### src/common/matmul_pkg.sv
package matmul_pkg;

    // ========================================================================
    // Data widths
    // ========================================================================

    // MMIO word, also used for DMA byte addresses
    typedef logic [31:0] word_t;

    // One DMA beat: four k-steps of four int8 lanes each
    typedef logic [127:0] block_t;

    typedef logic signed [7:0] elem_t;
    typedef logic signed [31:0] acc_t;

    // Valid rows or columns of the result tile, 1..4
    typedef logic [2:0] dim_t;

    // Valid k-steps inside one block, 1..4
    typedef logic [2:0] kcnt_t;

    // ========================================================================
    // Geometry and register map
    // ========================================================================

    localparam int TILE = 4;
    localparam word_t BLOCK_BYTES = 32'd16;

    // CTRL on write, STATUS on read
    localparam logic [7:0] REG_CTRL = 8'h00;
    localparam logic [7:0] REG_W_ADDR = 8'h04;
    localparam logic [7:0] REG_X_ADDR = 8'h08;
    localparam logic [7:0] REG_M_DIM = 8'h0C;
    localparam logic [7:0] REG_N_DIM = 8'h10;
    localparam logic [7:0] REG_K_DIM = 8'h14;
    // 16 result words, row-major, up to 0x54
    localparam logic [7:0] REG_RESULT_BASE = 8'h18;

    // ========================================================================
    // Block fetcher FSM
    // ========================================================================

    typedef enum logic [1:0] {
        F_IDLE,
        F_WAIT_A,
        F_WAIT_B,
        F_HAND
    } fetch_state_t;

endpackage

### src/fetch/block_fetch.sv
`timescale 1ns/1ps

module block_fetch (
    input  logic                clk,
    input  logic                reset,
    input  logic                start,
    input  matmul_pkg::word_t   w_addr,
    input  matmul_pkg::word_t   x_addr,
    input  matmul_pkg::word_t   k_dim,
    output matmul_pkg::word_t   dma_addr,
    output logic                dma_re,
    input  matmul_pkg::block_t  dma_rdata,
    output logic                blk_req,
    output matmul_pkg::block_t  blk_a,
    output matmul_pkg::block_t  blk_b,
    output matmul_pkg::kcnt_t   blk_steps,
    output logic                blk_last,
    input  logic                blk_ack
);
    import matmul_pkg::*;

    fetch_state_t state;
    logic         resp_valid;
    word_t        a_addr;
    word_t        b_addr;
    word_t        blk_cnt;
    kcnt_t        last_steps;
    logic         a_done;
    logic         b_done;
    logic         hand_done;

    assign a_done    = (state == F_WAIT_A) && resp_valid;
    assign b_done    = (state == F_WAIT_B) && resp_valid;
    // Four-phase cycle is over once both req and ack are back low
    assign hand_done = (state == F_HAND) && !blk_req && !blk_ack;

    // ========================================================================
    // Sequencer
    // ========================================================================

    always_ff @(posedge clk) begin
        if (reset) begin
            state      <= F_IDLE;
            dma_re     <= 1'b0;
            resp_valid <= 1'b0;
            blk_req    <= 1'b0;
        end else begin
            dma_re     <= 1'b0;
            // DMA answers exactly one cycle after the request
            resp_valid <= dma_re;

            case (state)
                F_IDLE: begin
                    if (start) begin
                        dma_re <= 1'b1;
                        state  <= F_WAIT_A;
                    end
                end
                F_WAIT_A: begin
                    if (resp_valid) begin
                        dma_re <= 1'b1;
                        state  <= F_WAIT_B;
                    end
                end
                F_WAIT_B: begin
                    if (resp_valid) begin
                        blk_req <= 1'b1;
                        state   <= F_HAND;
                    end
                end
                F_HAND: begin
                    if (blk_req) begin
                        if (blk_ack) begin
                            blk_req <= 1'b0;
                        end
                    end else if (!blk_ack) begin
                        if (blk_last) begin
                            state <= F_IDLE;
                        end else begin
                            dma_re <= 1'b1;
                            state  <= F_WAIT_A;
                        end
                    end
                end
                default: state <= F_IDLE;
            endcase
        end
    end

    // ========================================================================
    // Addresses, block count and the held block pair
    // ========================================================================

    always_ff @(posedge clk) begin
        if ((state == F_IDLE) && start) begin
            dma_addr   <= x_addr;
            a_addr     <= x_addr + BLOCK_BYTES;
            b_addr     <= w_addr;
            // ceil(K / 4)
            blk_cnt    <= {2'b00, k_dim[31:2]} + word_t'(|k_dim[1:0]);
            last_steps <= (k_dim[1:0] == 2'b00) ? kcnt_t'(TILE) : kcnt_t'(k_dim[1:0]);
        end
        if (a_done) begin
            blk_a    <= dma_rdata;
            dma_addr <= b_addr;
            b_addr   <= b_addr + BLOCK_BYTES;
        end
        if (b_done) begin
            blk_b     <= dma_rdata;
            blk_last  <= (blk_cnt == 32'd1);
            blk_steps <= (blk_cnt == 32'd1) ? last_steps : kcnt_t'(TILE);
            blk_cnt   <= blk_cnt - 32'd1;
        end
        if (hand_done && !blk_last) begin
            dma_addr <= a_addr;
            a_addr   <= a_addr + BLOCK_BYTES;
        end
    end

endmodule

### config.mk
export PLATFORM = sky130hd
export DESIGN_NAME = block_fetch
export DESIGN_NICKNAME = d
export VERILOG_FILES = /design/src/common/matmul_pkg.sv /design/src/fetch/block_fetch.sv
export SDC_FILE = /design/constraint.sdc
export NUM_CORES = 1
export LEC_CHECK = 0
export ABC_AREA = 1
export BUFFER_PORTS_ARGS = -buffer_cell sky130_fd_sc_hd__buf_2
export CAP_MARGIN = 5
export CORE_AREA = 2 2 203 205
export CTS_BUF_LIST = sky130_fd_sc_hd__clkbuf_8
export DETAILED_ROUTE_END_ITERATION = 8
export DIE_AREA = 0 0 205 207
export PLACE_DENSITY_LB_ADDON = 0.3
export SYNTH_ARGS = -nofsm -noshare
export SYNTH_HDL_FRONTEND = slang
export SYNTH_SLANG_ARGS = --single-unit
### constraint.sdc
create_clock -name clk -period 6.98 [get_ports clk]
set_clock_uncertainty 0.05 [all_clocks]
set_input_delay 1.047 -clock clk [delete_from_list [all_inputs] [get_ports clk]]
set_output_delay 1.047 -clock clk [all_outputs]
set_load 0.05 [all_outputs]
==> impl_metrics.tcl <==
set metrics [dict create \
    min_path_type "reg -> reg" \
    utilization_pct 53.0 \
    hold_violations 0 \
    vias 13217 \
    num_rows 74 \
    swShare_pct 31.0 \
    p_comb_share_pct 17.2 \
    synth_top_area_share_pct 68.9 \
    power.density_mw_per_mm2 284 \
    slew_violations 0 \
    synthesis.nets 1716 \
    die_x_um 205 \
    crit_arrival_ns 4.47 \
    hold_buffers 0 \
    yosysWarnings 0 \
    crit_path_max_incr_delay_ns 0.89 \
    ys_ff_latch 396 \
    synth_area_leaders "edfxtp_1 69%, nand2_1 7.8%, nor2_1 3.5%" \
    ir_drop_v 0.000210 \
    track_usage_pct 23.6 \
    cts_resized 0 \
    cp.required_ns 7.14 \
    worst_slack_ns 2.68 \
    pwr-share-clk_pct 31.3 \
    setup.worst_path.end_class "register" \
    cap_violations 0 \
    rsz0062_at_grt "no" \
    dp_slack_ns 2.61 \
    slew_headroom_pct 18.5 \
    htreeDepth 3 \
    fin_crit_ns 4.30 \
    cts_buffer_depth 3 \
    grt_max_degree 105 \
    drt_iter0_markers 1119 \
    status "finished clean" \
    clkLatencyLatePin_ns 0.60 \
    gp_congestion 0.931 \
    finalSetupViolCount 0 \
    cp_cell_sequence "ha_1 > inv_2 > nor2_4 > nand2_2 > inv_1 > buf_4 > nor2_1 > inv_1" \
    drcViolationCount 0 \
    syn_avg_cell_area_um2 11.5 \
    crit_fanout 57 \
    ys_seq_area_share_pct 69.5 \
    antenna_found_initial 19 \
    drive_gt1_share_pct 31.4 \
    cts.reportedPaths.clkPinSlew_ns 0.06 \
    seq_power_share_pct 51.4 \
    initial_core_util_pct 42.2 \
    synth_area_mm2 0.0170 \
    internal_power_w 0.00419 \
    slowest_stage "inv_1" \
    first_pass_iters 7 \
    netSwitchingPower_w 0.00188 \
    grt_pass1_wl_um 74600 \
    async_flop_share_pct 0 \
    grt_pass1_vias 12425 \
    ant_nets 0 \
    post_drt_wl_per_cell_um 19.6 \
    drt-total-wl_um 51400 \
    dp_hpwl_um 39200 \
    worst-slew-pin-transition_ns 1.22 \
    cts_buffers 66 \
    start_kind "register" \
    synth-edff-count 391 \
    syn_inst 1477 \
    ios 522 \
    area_growth_pct 25.6 \
    yosysTopAreaCell "edfxtp_1" \
    clock.fmax_mhz 232 \
    final_nets 2275 \
    io_buffer_count 521 \
    fillCellCount 3624 \
    cts_setup_buffers 0 \
    critPathKind "reg -> reg" \
    core_area_mm2 0.0404 \
    cts_tree "done" \
    path_common_cell "inv_1" \
    via_per_inst 5.04 \
    overflow 0 \
    die_h_um 207 \
    period_share_pct 61.7 \
    p_leak_nw 8.84 \
    synth_cell_types 43 \
    die_area_mm2 0.0424 \
    cts_root_buf "clkbuf_8" \
    clock-sinks 396 \
    finalSetupTns_ns 0 \
    synthFlopType "edfxtp_1" \
]
==> flip-flops by register name, summed over array words and instances, names as in the netlist <==
| name | flops |
|---|---|
| resp_valid | 1 |
| a_addr | 32 |
| blk_last | 1 |
| blk_cnt | 32 |
| dma_re | 1 |
| state | 2 |
| blk_b | 128 |
| blk_steps | 3 |
| last_steps | 3 |
| b_addr | 32 |
| blk_req | 1 |
| dma_addr | 32 |
| blk_a | 128 |
==> cell families after synthesis <==
logic type,Yosys count,synth area share [%]
and+or+nand+nor,722,18.3
DFF,396,69.5
buffers and inverters,163,4.05
AOI/OAI and AO/OA,137,4.83
xor gates and xnor gates,48,2.47
adders and majority gates,11,0.808
==> metrics by stage <==
| stage | cell area, µm² | hold WS (ns) | power [W] | std cells |
|---|---|---|---|---|
| 2_1_floorplan | 17000 | 0.428 | 0.00385 | 1477 |
| 3_3_place_gp | 20200 | 0.400 | 0.00419 | 2500 |
| 3_5_place_dp | 20200 | 0.397 | 0.00421 | 2500 |
| 4_1_cts | 21400 | 0.408 | 0.00611 | 2616 |
| 5_1_grt | 21400 | 0.435 | 0.00633 | 2625 |
| 6_report | 21400 | 0.401 | 0.00607 | 2625 |
==> power by group through the flow <==
stage          Sequential, W  Clock [W]  Combinational [W]
6_report             0.00312    0.00190            0.00105
5_1_grt              0.00315    0.00205            0.00113
4_1_cts              0.00312    0.00195            0.00105
3_5_place_dp         0.00316          0            0.00104
3_3_place_gp         0.00316          0            0.00103
2_1_floorplan        0.00347          0           0.000377
==> placed cells by master, fill, tap and decap left out, types with 3 or more instances in the layout <==
cell type / n
buf_2: 521
edfxtp_1: 391
nand2_1: 353
nor2_1: 161
inv_1: 146
nand3_1: 108
clkbuf_8: 68
o21ai_0: 63
xor2_1: 33
nand3b_1: 23
o211ai_1: 22
a21oi_1: 22
nor3_1: 19
or2_2: 15
xnor2_1: 15
nor2_2: 14
nand4_1: 14
ha_1: 11
o31ai_1: 10
buf_4: 10
diode_2: 9
clkinv_1: 9
inv_6: 6
o22ai_1: 5
dfxtp_1: 5
clkinv_2: 5
nand2_2: 4
nand3_2: 3
==> metal layers <==
metal	part of all wire (%)	routed length (µm)	vias up	track usage (%)
li1	-	-	6262	-
met1	40	20700	6213	30.8
met2	49	25300	643	38.8
met3	7.8	3990	97	4.56
met4	2.9	1490	2	9.25
met5	0.025	13	-	0
==> critical path: cells and delay by family (launching register included) <==
| kind | cells | cell delay (ns) |
|---|---|---|
| flops | 1 | 0.39 |
| simple gates | 3 | 1.75 |
| buf+inv | 4 | 1.50 |
| fa+ha+maj | 1 | 0.22 |
==> final timing paths <==
kind / startpoint / endpoint / slack (ns) / depth (start not counted)
max: state[0]$_SDFFE_PP0P_ / dma_addr[27]$_DFFE_PP_ / 2.68 / 8
min: dma_re$_SDFF_PP0_ / resp_valid$_SDFF_PP0_ / 0.40 / 2
max reg2reg: state[0]$_SDFFE_PP0P_ / dma_addr[27]$_DFFE_PP_ / 2.68 / 8
min reg2reg: dma_re$_SDFF_PP0_ / resp_valid$_SDFF_PP0_ / 0.40 / 2
==> cell type report <==
cell class	instances	area, µm²	share of cell area [%]
tap	532	666	3.11
inverter	123	472	2.21
timing repair buffer	531	2680	12.5
sequential	396	11800	55.4
multi-input combinational	918	4500	21.1
clock inverter	48	267	1.25
clock buffer	68	936	4.38
antenna	9	22.5	0.105
==> synthesized netlist by cell type (3+ instances only) <==
| cell | count |
|---|---|
| buf_4 | 3 |
| inv_1 | 122 |
| nor3_1 | 19 |
| nand3b_1 | 23 |
| o21ai_0 | 63 |
| o211ai_1 | 22 |
| nand2_1 | 354 |
| nand2_2 | 3 |
| xnor2_1 | 15 |
| nand3_1 | 108 |
| buf_2 | 6 |
| nor2_2 | 14 |
| a21oi_1 | 22 |
| edfxtp_1 | 391 |
| buf_6 | 8 |
| o31ai_1 | 10 |
| nand3_2 | 3 |
| or2_2 | 15 |
| o22ai_1 | 5 |
| nor2_1 | 161 |
| clkbuf_1 | 23 |
| ha_1 | 11 |
| dfxtp_1 | 5 |
| xor2_1 | 33 |
| nand4_1 | 14 |
(Power assumes the default switching activity.)
