[config.mk]
export PLATFORM = sky130hd
export DESIGN_NAME = mmio_regs
export DESIGN_NICKNAME = d
export VERILOG_FILES = /design/src/common/matmul_pkg.sv /design/src/verilog/mmio_regs.sv
export SDC_FILE = /design/constraint.sdc
export NUM_CORES = 1
export LEC_CHECK = 0
export BUFFER_PORTS_ARGS = -buffer_cell sky130_fd_sc_hd__buf_2
export CAP_MARGIN = 20
export CORE_AREA = 10 10 274 276
export CTS_BUF_LIST = sky130_fd_sc_hd__clkbuf_4 sky130_fd_sc_hd__clkbuf_8 sky130_fd_sc_hd__clkbuf_16
export DETAILED_ROUTE_END_ITERATION = 10
export DIE_AREA = 0 0 284 286
export SYNTH_ARGS = -nofsm -noshare
export SYNTH_HDL_FRONTEND = slang
export SYNTH_SLANG_ARGS = --single-unit
[constraint.sdc]
create_clock -name clk -period 3.15 [get_ports clk]
set_input_delay 0.315 -clock clk [delete_from_list [all_inputs] [get_ports clk]]
set_output_delay 0.315 -clock clk [all_outputs]
set_load 0.02 [all_outputs]
[src/common/matmul_pkg.sv]
package matmul_pkg;

    // ========================================================================
    // Data widths
    // ========================================================================

    // MMIO word, also used for DMA byte addresses
    typedef logic [31:0] word_t;

    // One DMA beat: four k-steps of four int8 lanes each
    typedef logic [127:0] block_t;

    typedef logic signed [7:0] elem_t;
    typedef logic signed [31:0] acc_t;

    // Valid rows or columns of the result tile, 1..4
    typedef logic [2:0] dim_t;

    // Valid k-steps inside one block, 1..4
    typedef logic [2:0] kcnt_t;

    // ========================================================================
    // Geometry and register map
    // ========================================================================

    localparam int TILE = 4;
    localparam word_t BLOCK_BYTES = 32'd16;

    // CTRL on write, STATUS on read
    localparam logic [7:0] REG_CTRL = 8'h00;
    localparam logic [7:0] REG_W_ADDR = 8'h04;
    localparam logic [7:0] REG_X_ADDR = 8'h08;
    localparam logic [7:0] REG_M_DIM = 8'h0C;
    localparam logic [7:0] REG_N_DIM = 8'h10;
    localparam logic [7:0] REG_K_DIM = 8'h14;
    // 16 result words, row-major, up to 0x54
    localparam logic [7:0] REG_RESULT_BASE = 8'h18;

    // ========================================================================
    // Block fetcher FSM
    // ========================================================================

    typedef enum logic [1:0] {
        F_IDLE,
        F_WAIT_A,
        F_WAIT_B,
        F_HAND
    } fetch_state_t;

endpackage

[src/verilog/mmio_regs.sv]
`timescale 1ns/1ps

module mmio_regs (
    input  logic                clk,
    input  logic                reset,
    input  matmul_pkg::word_t   mmio_addr,
    input  matmul_pkg::word_t   mmio_wdata,
    input  logic [3:0]          mmio_we,
    input  logic                mmio_re,
    output matmul_pkg::word_t   mmio_rdata,
    input  logic                cmd_done,
    input  matmul_pkg::acc_t [matmul_pkg::TILE*matmul_pkg::TILE-1:0] results,
    output logic                start,
    output matmul_pkg::word_t   w_addr,
    output matmul_pkg::word_t   x_addr,
    output matmul_pkg::dim_t    m_dim,
    output matmul_pkg::dim_t    n_dim,
    output matmul_pkg::word_t   k_dim,
    output logic                busy
);
    import matmul_pkg::*;

    logic       wr;
    logic [7:0] wr_offset;
    logic       ctrl_wr;
    logic       start_req;
    logic       start_ok;
    logic       error;
    logic [7:0] rd_offset;
    logic [7:0] res_rel;

    // M and N beyond the tile edge saturate at 4
    function automatic dim_t clamp_dim(input word_t v);
        if (v > word_t'(TILE)) begin
            return dim_t'(TILE);
        end
        return v[2:0];
    endfunction

    assign wr        = |mmio_we;
    assign wr_offset = mmio_addr[7:0];
    assign ctrl_wr   = wr && (wr_offset == REG_CTRL);
    assign start_req = ctrl_wr && mmio_wdata[0];

    // Only one command in flight, and K of zero has nothing to run
    assign start_ok  = start_req && !busy && (k_dim != '0);

    // ========================================================================
    // Configuration registers
    // ========================================================================

    always_ff @(posedge clk) begin
        if (reset) begin
            w_addr <= '0;
            x_addr <= '0;
            m_dim  <= '0;
            n_dim  <= '0;
            k_dim  <= '0;
        end else if (wr) begin
            case (wr_offset)
                REG_W_ADDR: w_addr <= mmio_wdata;
                REG_X_ADDR: x_addr <= mmio_wdata;
                REG_M_DIM:  m_dim  <= clamp_dim(mmio_wdata);
                REG_N_DIM:  n_dim  <= clamp_dim(mmio_wdata);
                REG_K_DIM:  k_dim  <= mmio_wdata;
                default: ;
            endcase
        end
    end

    // ========================================================================
    // Start, busy and sticky error
    // ========================================================================

    always_ff @(posedge clk) begin
        if (reset) begin
            start <= 1'b0;
            busy  <= 1'b0;
            error <= 1'b0;
        end else begin
            start <= start_ok;

            if (start_ok) begin
                busy <= 1'b1;
            end else if (cmd_done) begin
                busy <= 1'b0;
            end

            // A rejected start in the same write wins over the clear
            if (ctrl_wr && mmio_wdata[4]) begin
                error <= 1'b0;
            end
            if (start_req && !start_ok) begin
                error <= 1'b1;
            end
        end
    end

    // ========================================================================
    // Read path
    // ========================================================================

    always_ff @(posedge clk) begin
        if (reset) begin
            rd_offset <= '0;
        end else if (mmio_re) begin
            rd_offset <= mmio_addr[7:0];
        end
    end

    // Offsets below the result window wrap to large values here
    assign res_rel = rd_offset - REG_RESULT_BASE;

    always_comb begin
        if (rd_offset == REG_CTRL) begin
            mmio_rdata = {27'd0, error, 2'b00, !busy, busy};
        end else if ((res_rel < 8'd64) && (res_rel[1:0] == 2'b00)) begin
            mmio_rdata = word_t'(results[res_rel[5:2]]);
        end else begin
            mmio_rdata = '0;
        end
    end

endmodule

==> results of run 1 <==
[worst paths after layout]
path | endpoint | slack (ps) | depth (start not counted) | startpoint
worst max-delay path | mmio_rdata[3] | 90 | 5 | rd_offset[2]
worst min-delay path | w_addr[6] | 160 | 3 | mmio_wdata[6]
worst max register to register | busy | 1190 | 5 | k_dim[3]
worst min register to register | x_addr[25] | 450 | 2 | x_addr[25]
[layout make-up]
cell class	instances	share of cell area (%)
clock inverter	9	0.600
timing repair buffer	747	29.3
tap	940	8.54
sequential	113	16.5
antenna	33	0.600
multi-input combinational	590	40.9
inverter	1	0.0273
clock buffer	21	3.53
[cell families after synthesis]
kind of cell             share of synthesized area [%]
AND/OR/NAND/NOR                                   16.5
multiplexers                                      43.8
AO/OA/AOI/OAI                                     7.34
flip-flops                                        27.5
buffers and inverters                             4.34
XOR/XNOR                                         0.305
adder cells (fa/ha/maj)                          0.152
[worst register-to-register path: cells and delay by family (launching register included)]
kind	cells	cell delay, ps
simple gates	4	1410
flops	1	330
compound gates	1	60
[through the flow]
| stage | instance area, µm² | instances | util [%] | hold WS, ps | power [mW] |
|---|---|---|---|---|---|
| detailed placement | 13000 | 2387 | 18.8 | 443 | 2.96 |
| global placement | 13000 | 2387 | 18.8 | 440 | 2.97 |
| finish | 13800 | 2454 | 19.8 | 158 | 4.84 |
| global route | 13700 | 2423 | 19.7 | 146 | 5.04 |
| CTS | 13700 | 2421 | 19.7 | 132 | 4.89 |
| floorplan | 8220 | 782 | - | 437 | 2.23 |
[power by group through the flow]
| stage | registers, mW | clock network (mW) | logic, mW |
|---|---|---|---|
| 2_1_floorplan | 1.48 | 0 | 0.753 |
| 3_3_place_gp | 1.49 | 0 | 1.47 |
| 3_5_place_dp | 1.49 | 0 | 1.47 |
| 4_1_cts | 1.46 | 1.92 | 1.51 |
| 5_1_grt | 1.46 | 1.99 | 1.59 |
| 6_report | 1.46 | 1.88 | 1.50 |
[state kept, by name (all words and copies together) (netlist names)]
signal and flops:
k_dim 32, w_addr 32, x_addr 32, rd_offset 8, m_dim 3, n_dim 3, busy 1, error 1
start 1
[layout by cell type (no fill, tap or decap), drive strengths merged, types with 2 or more instances in the layout]
cell      count
nand4         4
o21ai         4
clkinv        6
clkbuf       21
nor3          2
and3          6
dfxtp       113
clkinvlp      2
a22oi         2
diode        33
nor2b        30
mux4        156
a21oi       102
nor2         18
mux2i         9
nor4         20
a211oi        4
buf         747
nand3        15
nand2       202
nand2b        5
[routing by layer]
| metal | vias to the layer above | GRT usage, % |
|---|---|---|
| met4 | 50 | 2.02 |
| met5 | - | 0 |
| met1 | 5099 | 23.6 |
| li1 | 4400 | - |
| met2 | 745 | 30.2 |
| met3 | 157 | 8.32 |
==> Flow_metrics.wiki, run 1 <==
{| class="wikitable"
! Metric !! Value
|-
| FP Rows || 97
|-
| Fraction of power consumed by sequential logic || 30.1%
|-
| Clock tree from TritonCTS || yes
|-
| Area of all sequential standard cells || 0.00227 mm²
|-
| EDFF count, synth || 0
|-
| Vias per cell || 4.26
|-
| Top_reg_cell synth || sky130_fd_sc_hd__dfxtp_1
|-
| TritonCTS buffer count || 17
|-
| Antenna viol nets, final || 0
|-
| Core outline area || slightly below 0.07 mm²
|-
| Average wire length per cell after detail routing || ~32 µm
|-
| Crit path buffers/inverters || 2
|-
| Worst slack at placement || 317 ps
|-
| Critical path startpoint category || flop
|-
| Die height || between 200 and 300 µm
|-
| Arrival time at the worst endpoint || 2740 ps
|-
| Crit share post-route || between 90% and 100%
|-
| Pin count of the biggest net entering global routing || 67
|-
| Most numerous cell in the Yosys netlist || sky130_fd_sc_hd__nand2_1
|-
| Run status || completed
|-
| Met1 layer wirelength in the final routing || 32100 µm
|-
| Total routed wirelength || roughly 80000 µm
|-
| Post-layout nets || ~2000
|-
| Clock network power share || 38.8%
|-
| Signed area change from the synthesized netlist to the final layout || 67.5%
|-
| Share of total power consumed by net switching || 28.9%
|-
| Least setup slack across all paths after layout || between 90 and 100 ps
|-
| Via count || between 10000 and 15000
|-
| Setup skew after layout || 16.0 ps
|-
| Dominant delay contributor by cell family on the critical path || multiplexers
|-
| Sequential area share after synthesis || 27.5%
|-
| Clk sinks || between 100 and 150
|-
| Fraction of post-synthesis cell area in the top cell type by area || between 40 and 50%
|-
| Cell area after technology mapping || between 0.008 and 0.009 mm²
|-
| Routed wl met3 || ~9800 µm
|-
| Main area contributors after synthesis || sky130_fd_sc_hd__mux4_2 (43%), sky130_fd_sc_hd__dfxtp_1 (28%), sky130_fd_sc_hd__nand2_1 (9.2%), sky130_fd_sc_hd__a21oi_1 (6.2%), sky130_fd_sc_hd__clkbuf_1 (2.4%)
|-
| Synth unique cells || 35
|-
| Proportion of power drawn by combinational gates || a little under a third
|-
| Horizontal die dimension || between 200 and 300 µm
|-
| Cell with the biggest individual delay on the critical path || sky130_fd_sc_hd__mux4_2
|-
| Number of antenna violations at the first check in global routing || 122
|-
| Pre-Repair DR Iteration Count || 7
|-
| Cts-stage hold buffer count || 0
|-
| Detail Route met2 WL || approximately 36000 µm
|-
| Most numerous cell types in the synthesized netlist || sky130_fd_sc_hd__nand2_1 (202), sky130_fd_sc_hd__mux4_2 (156), sky130_fd_sc_hd__dfxtp_1 (113), sky130_fd_sc_hd__a21oi_1 (102), sky130_fd_sc_hd__clkbuf_1 (52)
|-
| Post-CTS Setup Bufs || 4
|-
| Most frequent cell on the critical path || sky130_fd_sc_hd__mux4_2
|-
| Max stage delay on crit path || 620 ps
|-
| RePlAce Congestion || between 0.9 and 1
|-
| Latest clock arrival within the worst-skew pair || about 430 ps
|-
| Die area || slightly above 0.08 mm²
|-
| CTS Root Buffer Type || sky130_fd_sc_hd__clkbuf_16
|-
| LEAKAGE || 5.79 nW
|-
| RSZ-0062 raised after global routing || false
|-
| Synth async-reset ratio || 0%
|-
| Setup TNS || 0 ps
|-
| Hpwl dp || between 70000 and 80000 µm
|-
| Critical Path Fanout Max || 26
|-
| Top Metal Used || met5
|-
| Cells after Synth || slightly below 800
|-
| Cell breakdown of the critical path || buf_12 -> mux4_2 -> mux4_2 -> nor2b_1 -> buf_2
|-
| Worst max-slew margin expressed relative to the limit || between 40 and 50%
|-
| Fill cell total of the finished layout || between 7000 and 8000
|-
| Internal || between 3 and 4 mW
|-
| Peak supply drop || around 0.22 mV
|-
| First-pass GRT wire length || 103000 µm
|-
| Synthesized area per cell || roughly 11 µm²
|-
| Worst Hold Class || in -> reg
|-
| P_sw || 1.40 mW
|-
| Dominant cell type by area after synthesis || sky130_fd_sc_hd__mux4_2
|-
| Number of cells upsized or downsized after cts || 0
|-
| Via count of the first global-routing pass || roughly 11000
|-
| Final-report hold violation count || 0
|-
| Slew at the pin with the worst max-slew slack || between 800 and 900 ps
|-
| Clock transition at path regs || approximately 60 ps
|-
| DRC marker count from the first detailed-route iteration || between 900 and 1000
|-
| Maximum number of buffers from clock root to sink || 2
|-
| Slew Viols, Final || 0
|-
| Final worst path period need || around 3100 ps
|-
| CP Data Required Time || 2830 ps
|-
| # H-tree levels || 4
|-
| Post-route DRC violation count || 0
|-
| Setup Crit Path Kind || reg -> out
|-
| Total GRT Usage || between 10% and 20%
|-
| Count of warnings emitted by yosys || 0
|-
| Flip-flop and latch count after synthesis || approximately 110
|-
| Max frequency || ~330 MHz
|-
| Maximum Capacitance Violations || 0
|-
| Post-synth net total || around 1400
|-
| Final setup vio count || 0
|-
| Congestion Overflow GR || 0
|-
| Power per Cell Area || about 350 mW/mm²
|-
| Port bufs || slightly below 700
|-
| Footprint of the multi-input gates || roughly 0.0056 mm²
|-
| Share of cells above drive strength 1 || 63.4%
|-
| Kind of end point of the critical path || output port
|-
| Number of top-level design ports || 720
|-
| Initial Util || 11.8%
|}
Power figures use the tool's default switching activity.
==> inputs of run 2 (changes only) <==
Settings changed: RECOVER_POWER from default to 50.
==> Flow_metrics.wiki, run 2 (synthesis gave the netlist of run 1 again) <==
{| class="wikitable"
! Metric !! Value
|-
| Maximum Capacitance Violations || 1 (was 0)
|-
| Final worst path period need || 3060 ps (about the same)
|-
| Launch point of the worst reg-to-reg path || k_dim[3] (unchanged)
|-
| Setup TNS || 0 ps (unchanged)
|-
| Critical Path Fanout Max || 26 (unchanged)
|-
| Clock transition at path regs || 60 ps (about the same)
|-
| Vias per cell || 4.26 (about the same)
|-
| Area after detailed placement || 0.0130 mm² (unchanged)
|-
| Peak supply drop || 0.221 mV (was 0.222 mV)
|-
| Pre-Repair DR Iteration Count || 5 (was 7)
|-
| Slew Viols, Final || 33 (was 0)
|-
| Horizontal die dimension || 284 µm (unchanged)
|-
| Via count || 10500 (about the same)
|-
| Number of antenna violations at the first check in global routing || 122 (unchanged)
|-
| Cts-stage hold buffer count || 0 (unchanged)
|-
| Fill cell total of the finished layout || 7866 (was 7806)
|-
| CP Data Required Time || 2830 ps (about the same)
|-
| Min-Delay Endpoint || w_addr[6] (unchanged)
|-
| Via count of the first global-routing pass || 10600 (unchanged)
|-
| Signed area change from the synthesized netlist to the final layout || 65.9% (was 67.5%)
|-
| Antenna viol nets, final || 0 (unchanged)
|-
| Total routed wirelength || 79400 µm (was 79300 µm)
|-
| Number of instances on the worst hold path || 3 (unchanged)
|-
| Hpwl dp || 71300 µm (unchanged)
|-
| Initial Util || 11.8% (unchanged)
|-
| TritonCTS buffer count || 17 (unchanged)
|-
| First-pass GRT wire length || 103000 µm (unchanged)
|-
| Post-layout nets || 2055 (unchanged)
|-
| Setup skew after layout || 16.7 ps (was 16.0 ps)
|-
| Worst Hold Class || in -> reg (unchanged)
|-
| CTS Root Buffer Type || sky130_fd_sc_hd__clkbuf_16 (unchanged)
|-
| Share of cells above drive strength 1 || 56.2% (was 63.4%)
|-
| Capture point of the worst reg-to-reg path || busy (unchanged)
|-
| Number of top-level design ports || 720 (unchanged)
|-
| Core outline area || 0.0695 mm² (unchanged)
|-
| Maximum number of buffers from clock root to sink || 2 (unchanged)
|-
| Max stage delay on crit path || 630 ps (was 620 ps)
|-
| Arrival time at the worst endpoint || 2740 ps (about the same)
|-
| Power per Cell Area || 355 mW/mm² (was 352 mW/mm²)
|-
| DRC marker count from the first detailed-route iteration || 976 (was 987)
|-
| Kind of end point of the critical path || output port (unchanged)
|-
| RSZ-0062 raised after global routing || false (unchanged)
|-
| Biggest registers after layout || k_dim (32), w_addr (32), x_addr (32) (unchanged)
|-
| Cell area after layout || 0.0136 mm² (was 0.0138 mm²)
|-
| Setup Crit Path Kind || reg -> out (unchanged)
|-
| Run status || finished, violations left (was completed)
|-
| Latest clock arrival within the worst-skew pair || 430 ps (about the same)
|-
| Port bufs || 695 (unchanged)
|-
| Min-delay src || mmio_wdata[6] (unchanged)
|-
| Congestion Overflow GR || 0 (unchanged)
|-
| Die height || 286 µm (unchanged)
|-
| Final setup vio count || 0 (unchanged)
|-
| Most frequent cell on the critical path || sky130_fd_sc_hd__mux4_2 (unchanged)
|-
| Post-route DRC violation count || 0 (unchanged)
|-
| Cell with the biggest individual delay on the critical path || sky130_fd_sc_hd__mux4_2 (unchanged)
|-
| Total GRT Usage || 18.8% (unchanged)
|-
| Max frequency || 327 MHz (about the same)
|-
| Final-report hold violation count || 0 (unchanged)
|-
| Worst slack at placement || 317 ps (unchanged)
|-
| Cell breakdown of the critical path || buf_12 -> mux4_2 -> mux4_2 -> nor2b_1 -> buf_2 (unchanged)
|-
| Clk sinks || 113 (unchanged)
|-
| Register-to-Register Path Depth || 5 (unchanged)
|-
| Critical path startpoint category || flop (unchanged)
|-
| Pin count of the biggest net entering global routing || 67 (unchanged)
|-
| Reg-to-reg setup timing slack || 1190 ps (about the same)
|-
| Least setup slack across all paths after layout || 93.8 ps (was 93.1 ps)
|-
| Violated checks || capacitance limit, slew limit
|-
| RePlAce Congestion || 0.988 (unchanged)
|-
| Die area || 0.0812 mm² (unchanged)
|-
| FP Rows || 97 (unchanged)
|-
| LEAKAGE || 5.33 nW (was 5.79 nW)
|-
| Worst max-slew margin expressed relative to the limit || -9.31% (was 44.6%)
|-
| # H-tree levels || 4 (unchanged)
|-
| Crit share post-route || 97.0% (about the same)
|-
| Slew at the pin with the worst max-slew slack || 1640 ps (was 828 ps)
|-
| Clock tree from TritonCTS || yes (unchanged)
|-
| Average wire length per cell after detail routing || 32.3 µm (about the same)
|-
| Top library cells by usage in the layout, fill and taps aside || sky130_fd_sc_hd__buf_2 (590), sky130_fd_sc_hd__nand2_1 (202), sky130_fd_sc_hd__mux4_2 (156) (was sky130_fd_sc_hd__buf_2 (694), sky130_fd_sc_hd__nand2_1 (202), sky130_fd_sc_hd__mux4_2 (156))
|-
| Leading cell type in the layout, fill and taps excluded || sky130_fd_sc_hd__buf_2 (unchanged)
|}
==> run 2: changes by cell type in the layout (fill, tap and decap cells not counted), sizes merged <==
| cell | delta |
|---|---|
| buf | -106 |
| clkbuf | +106 |
| diode | +1 |
==> run 2: layer usage <==
layer	global-route usage (%)	routed length [µm]	up-vias
li1	-	-	4403
met1	23.6	33200	5135
met2	30.2	36300	722
met3	8.32	8670	152
met4	2.02	935	50
met5	0	329	-
==> run 2: power by group <==
group | total, mW | switching [mW] | internal (mW)
logic | 1.50 | 0.671 | 0.831
registers | 1.46 | 0.0175 | 1.44
clock network | 1.89 | 0.718 | 1.17
total | 4.84 | 1.41 | 3.44
==> run 2: how the worst max path moves through the flow <==
stage | slack [ps] | start | end | depth (start not counted)
after CTS | 40 | rd_offset[2] | mmio_rdata[28] | 5
after global routing | 3 | rd_offset[2] | mmio_rdata[1] | 8
after global placement | 320 | rd_offset[4] | mmio_rdata[2] | 6
after detailed placement | 320 | rd_offset[4] | mmio_rdata[2] | 6
final | 90 | rd_offset[2] | mmio_rdata[3] | 5
after floorplan | 510 | rd_offset[4] | mmio_rdata[30] | 8
==> run 2: per-stage QoR <==
| stage | hold slack [ps] | power, mW | util, % | std cells |
|---|---|---|---|---|
| 2_1_floorplan | 437 | 2.23 | - | 782 |
| 3_3_place_gp | 440 | 2.97 | 18.8 | 2387 |
| 3_5_place_dp | 443 | 2.96 | 18.8 | 2387 |
| 4_1_cts | 132 | 4.89 | 19.7 | 2421 |
| 5_1_grt | 146 | 5.03 | 19.5 | 2423 |
| 6_report | 156 | 4.84 | 19.6 | 2455 |
==> run 2: cell type report <==
| class | count | area [µm²] | area share [%] |
|---|---|---|---|
| antenna | 34 | 85.1 | 0.624 |
| clock buffer | 21 | 485 | 3.56 |
| clock inverter | 9 | 82.6 | 0.606 |
| inverter | 1 | 3.75 | 0.0275 |
| multi-input combinational | 590 | 5640 | 41.3 |
| sequential | 113 | 2270 | 16.6 |
| tap | 940 | 1180 | 8.63 |
| timing repair buffer | 747 | 3900 | 28.6 |
==> run 2: critical path, delay by kind of cell, from the launching register on <==
kind          cells  cell delay (ps)
mux               2             1110
simple gates      1              140
buf+inv           2              440
flops             1              580
==> run 2: timing repair <==
action / 4_1_cts / 5_1_grt
setup endpoints to repair: 30 / 0
gates resized for setup: 0 / 0
setup buffers: 4 / 0
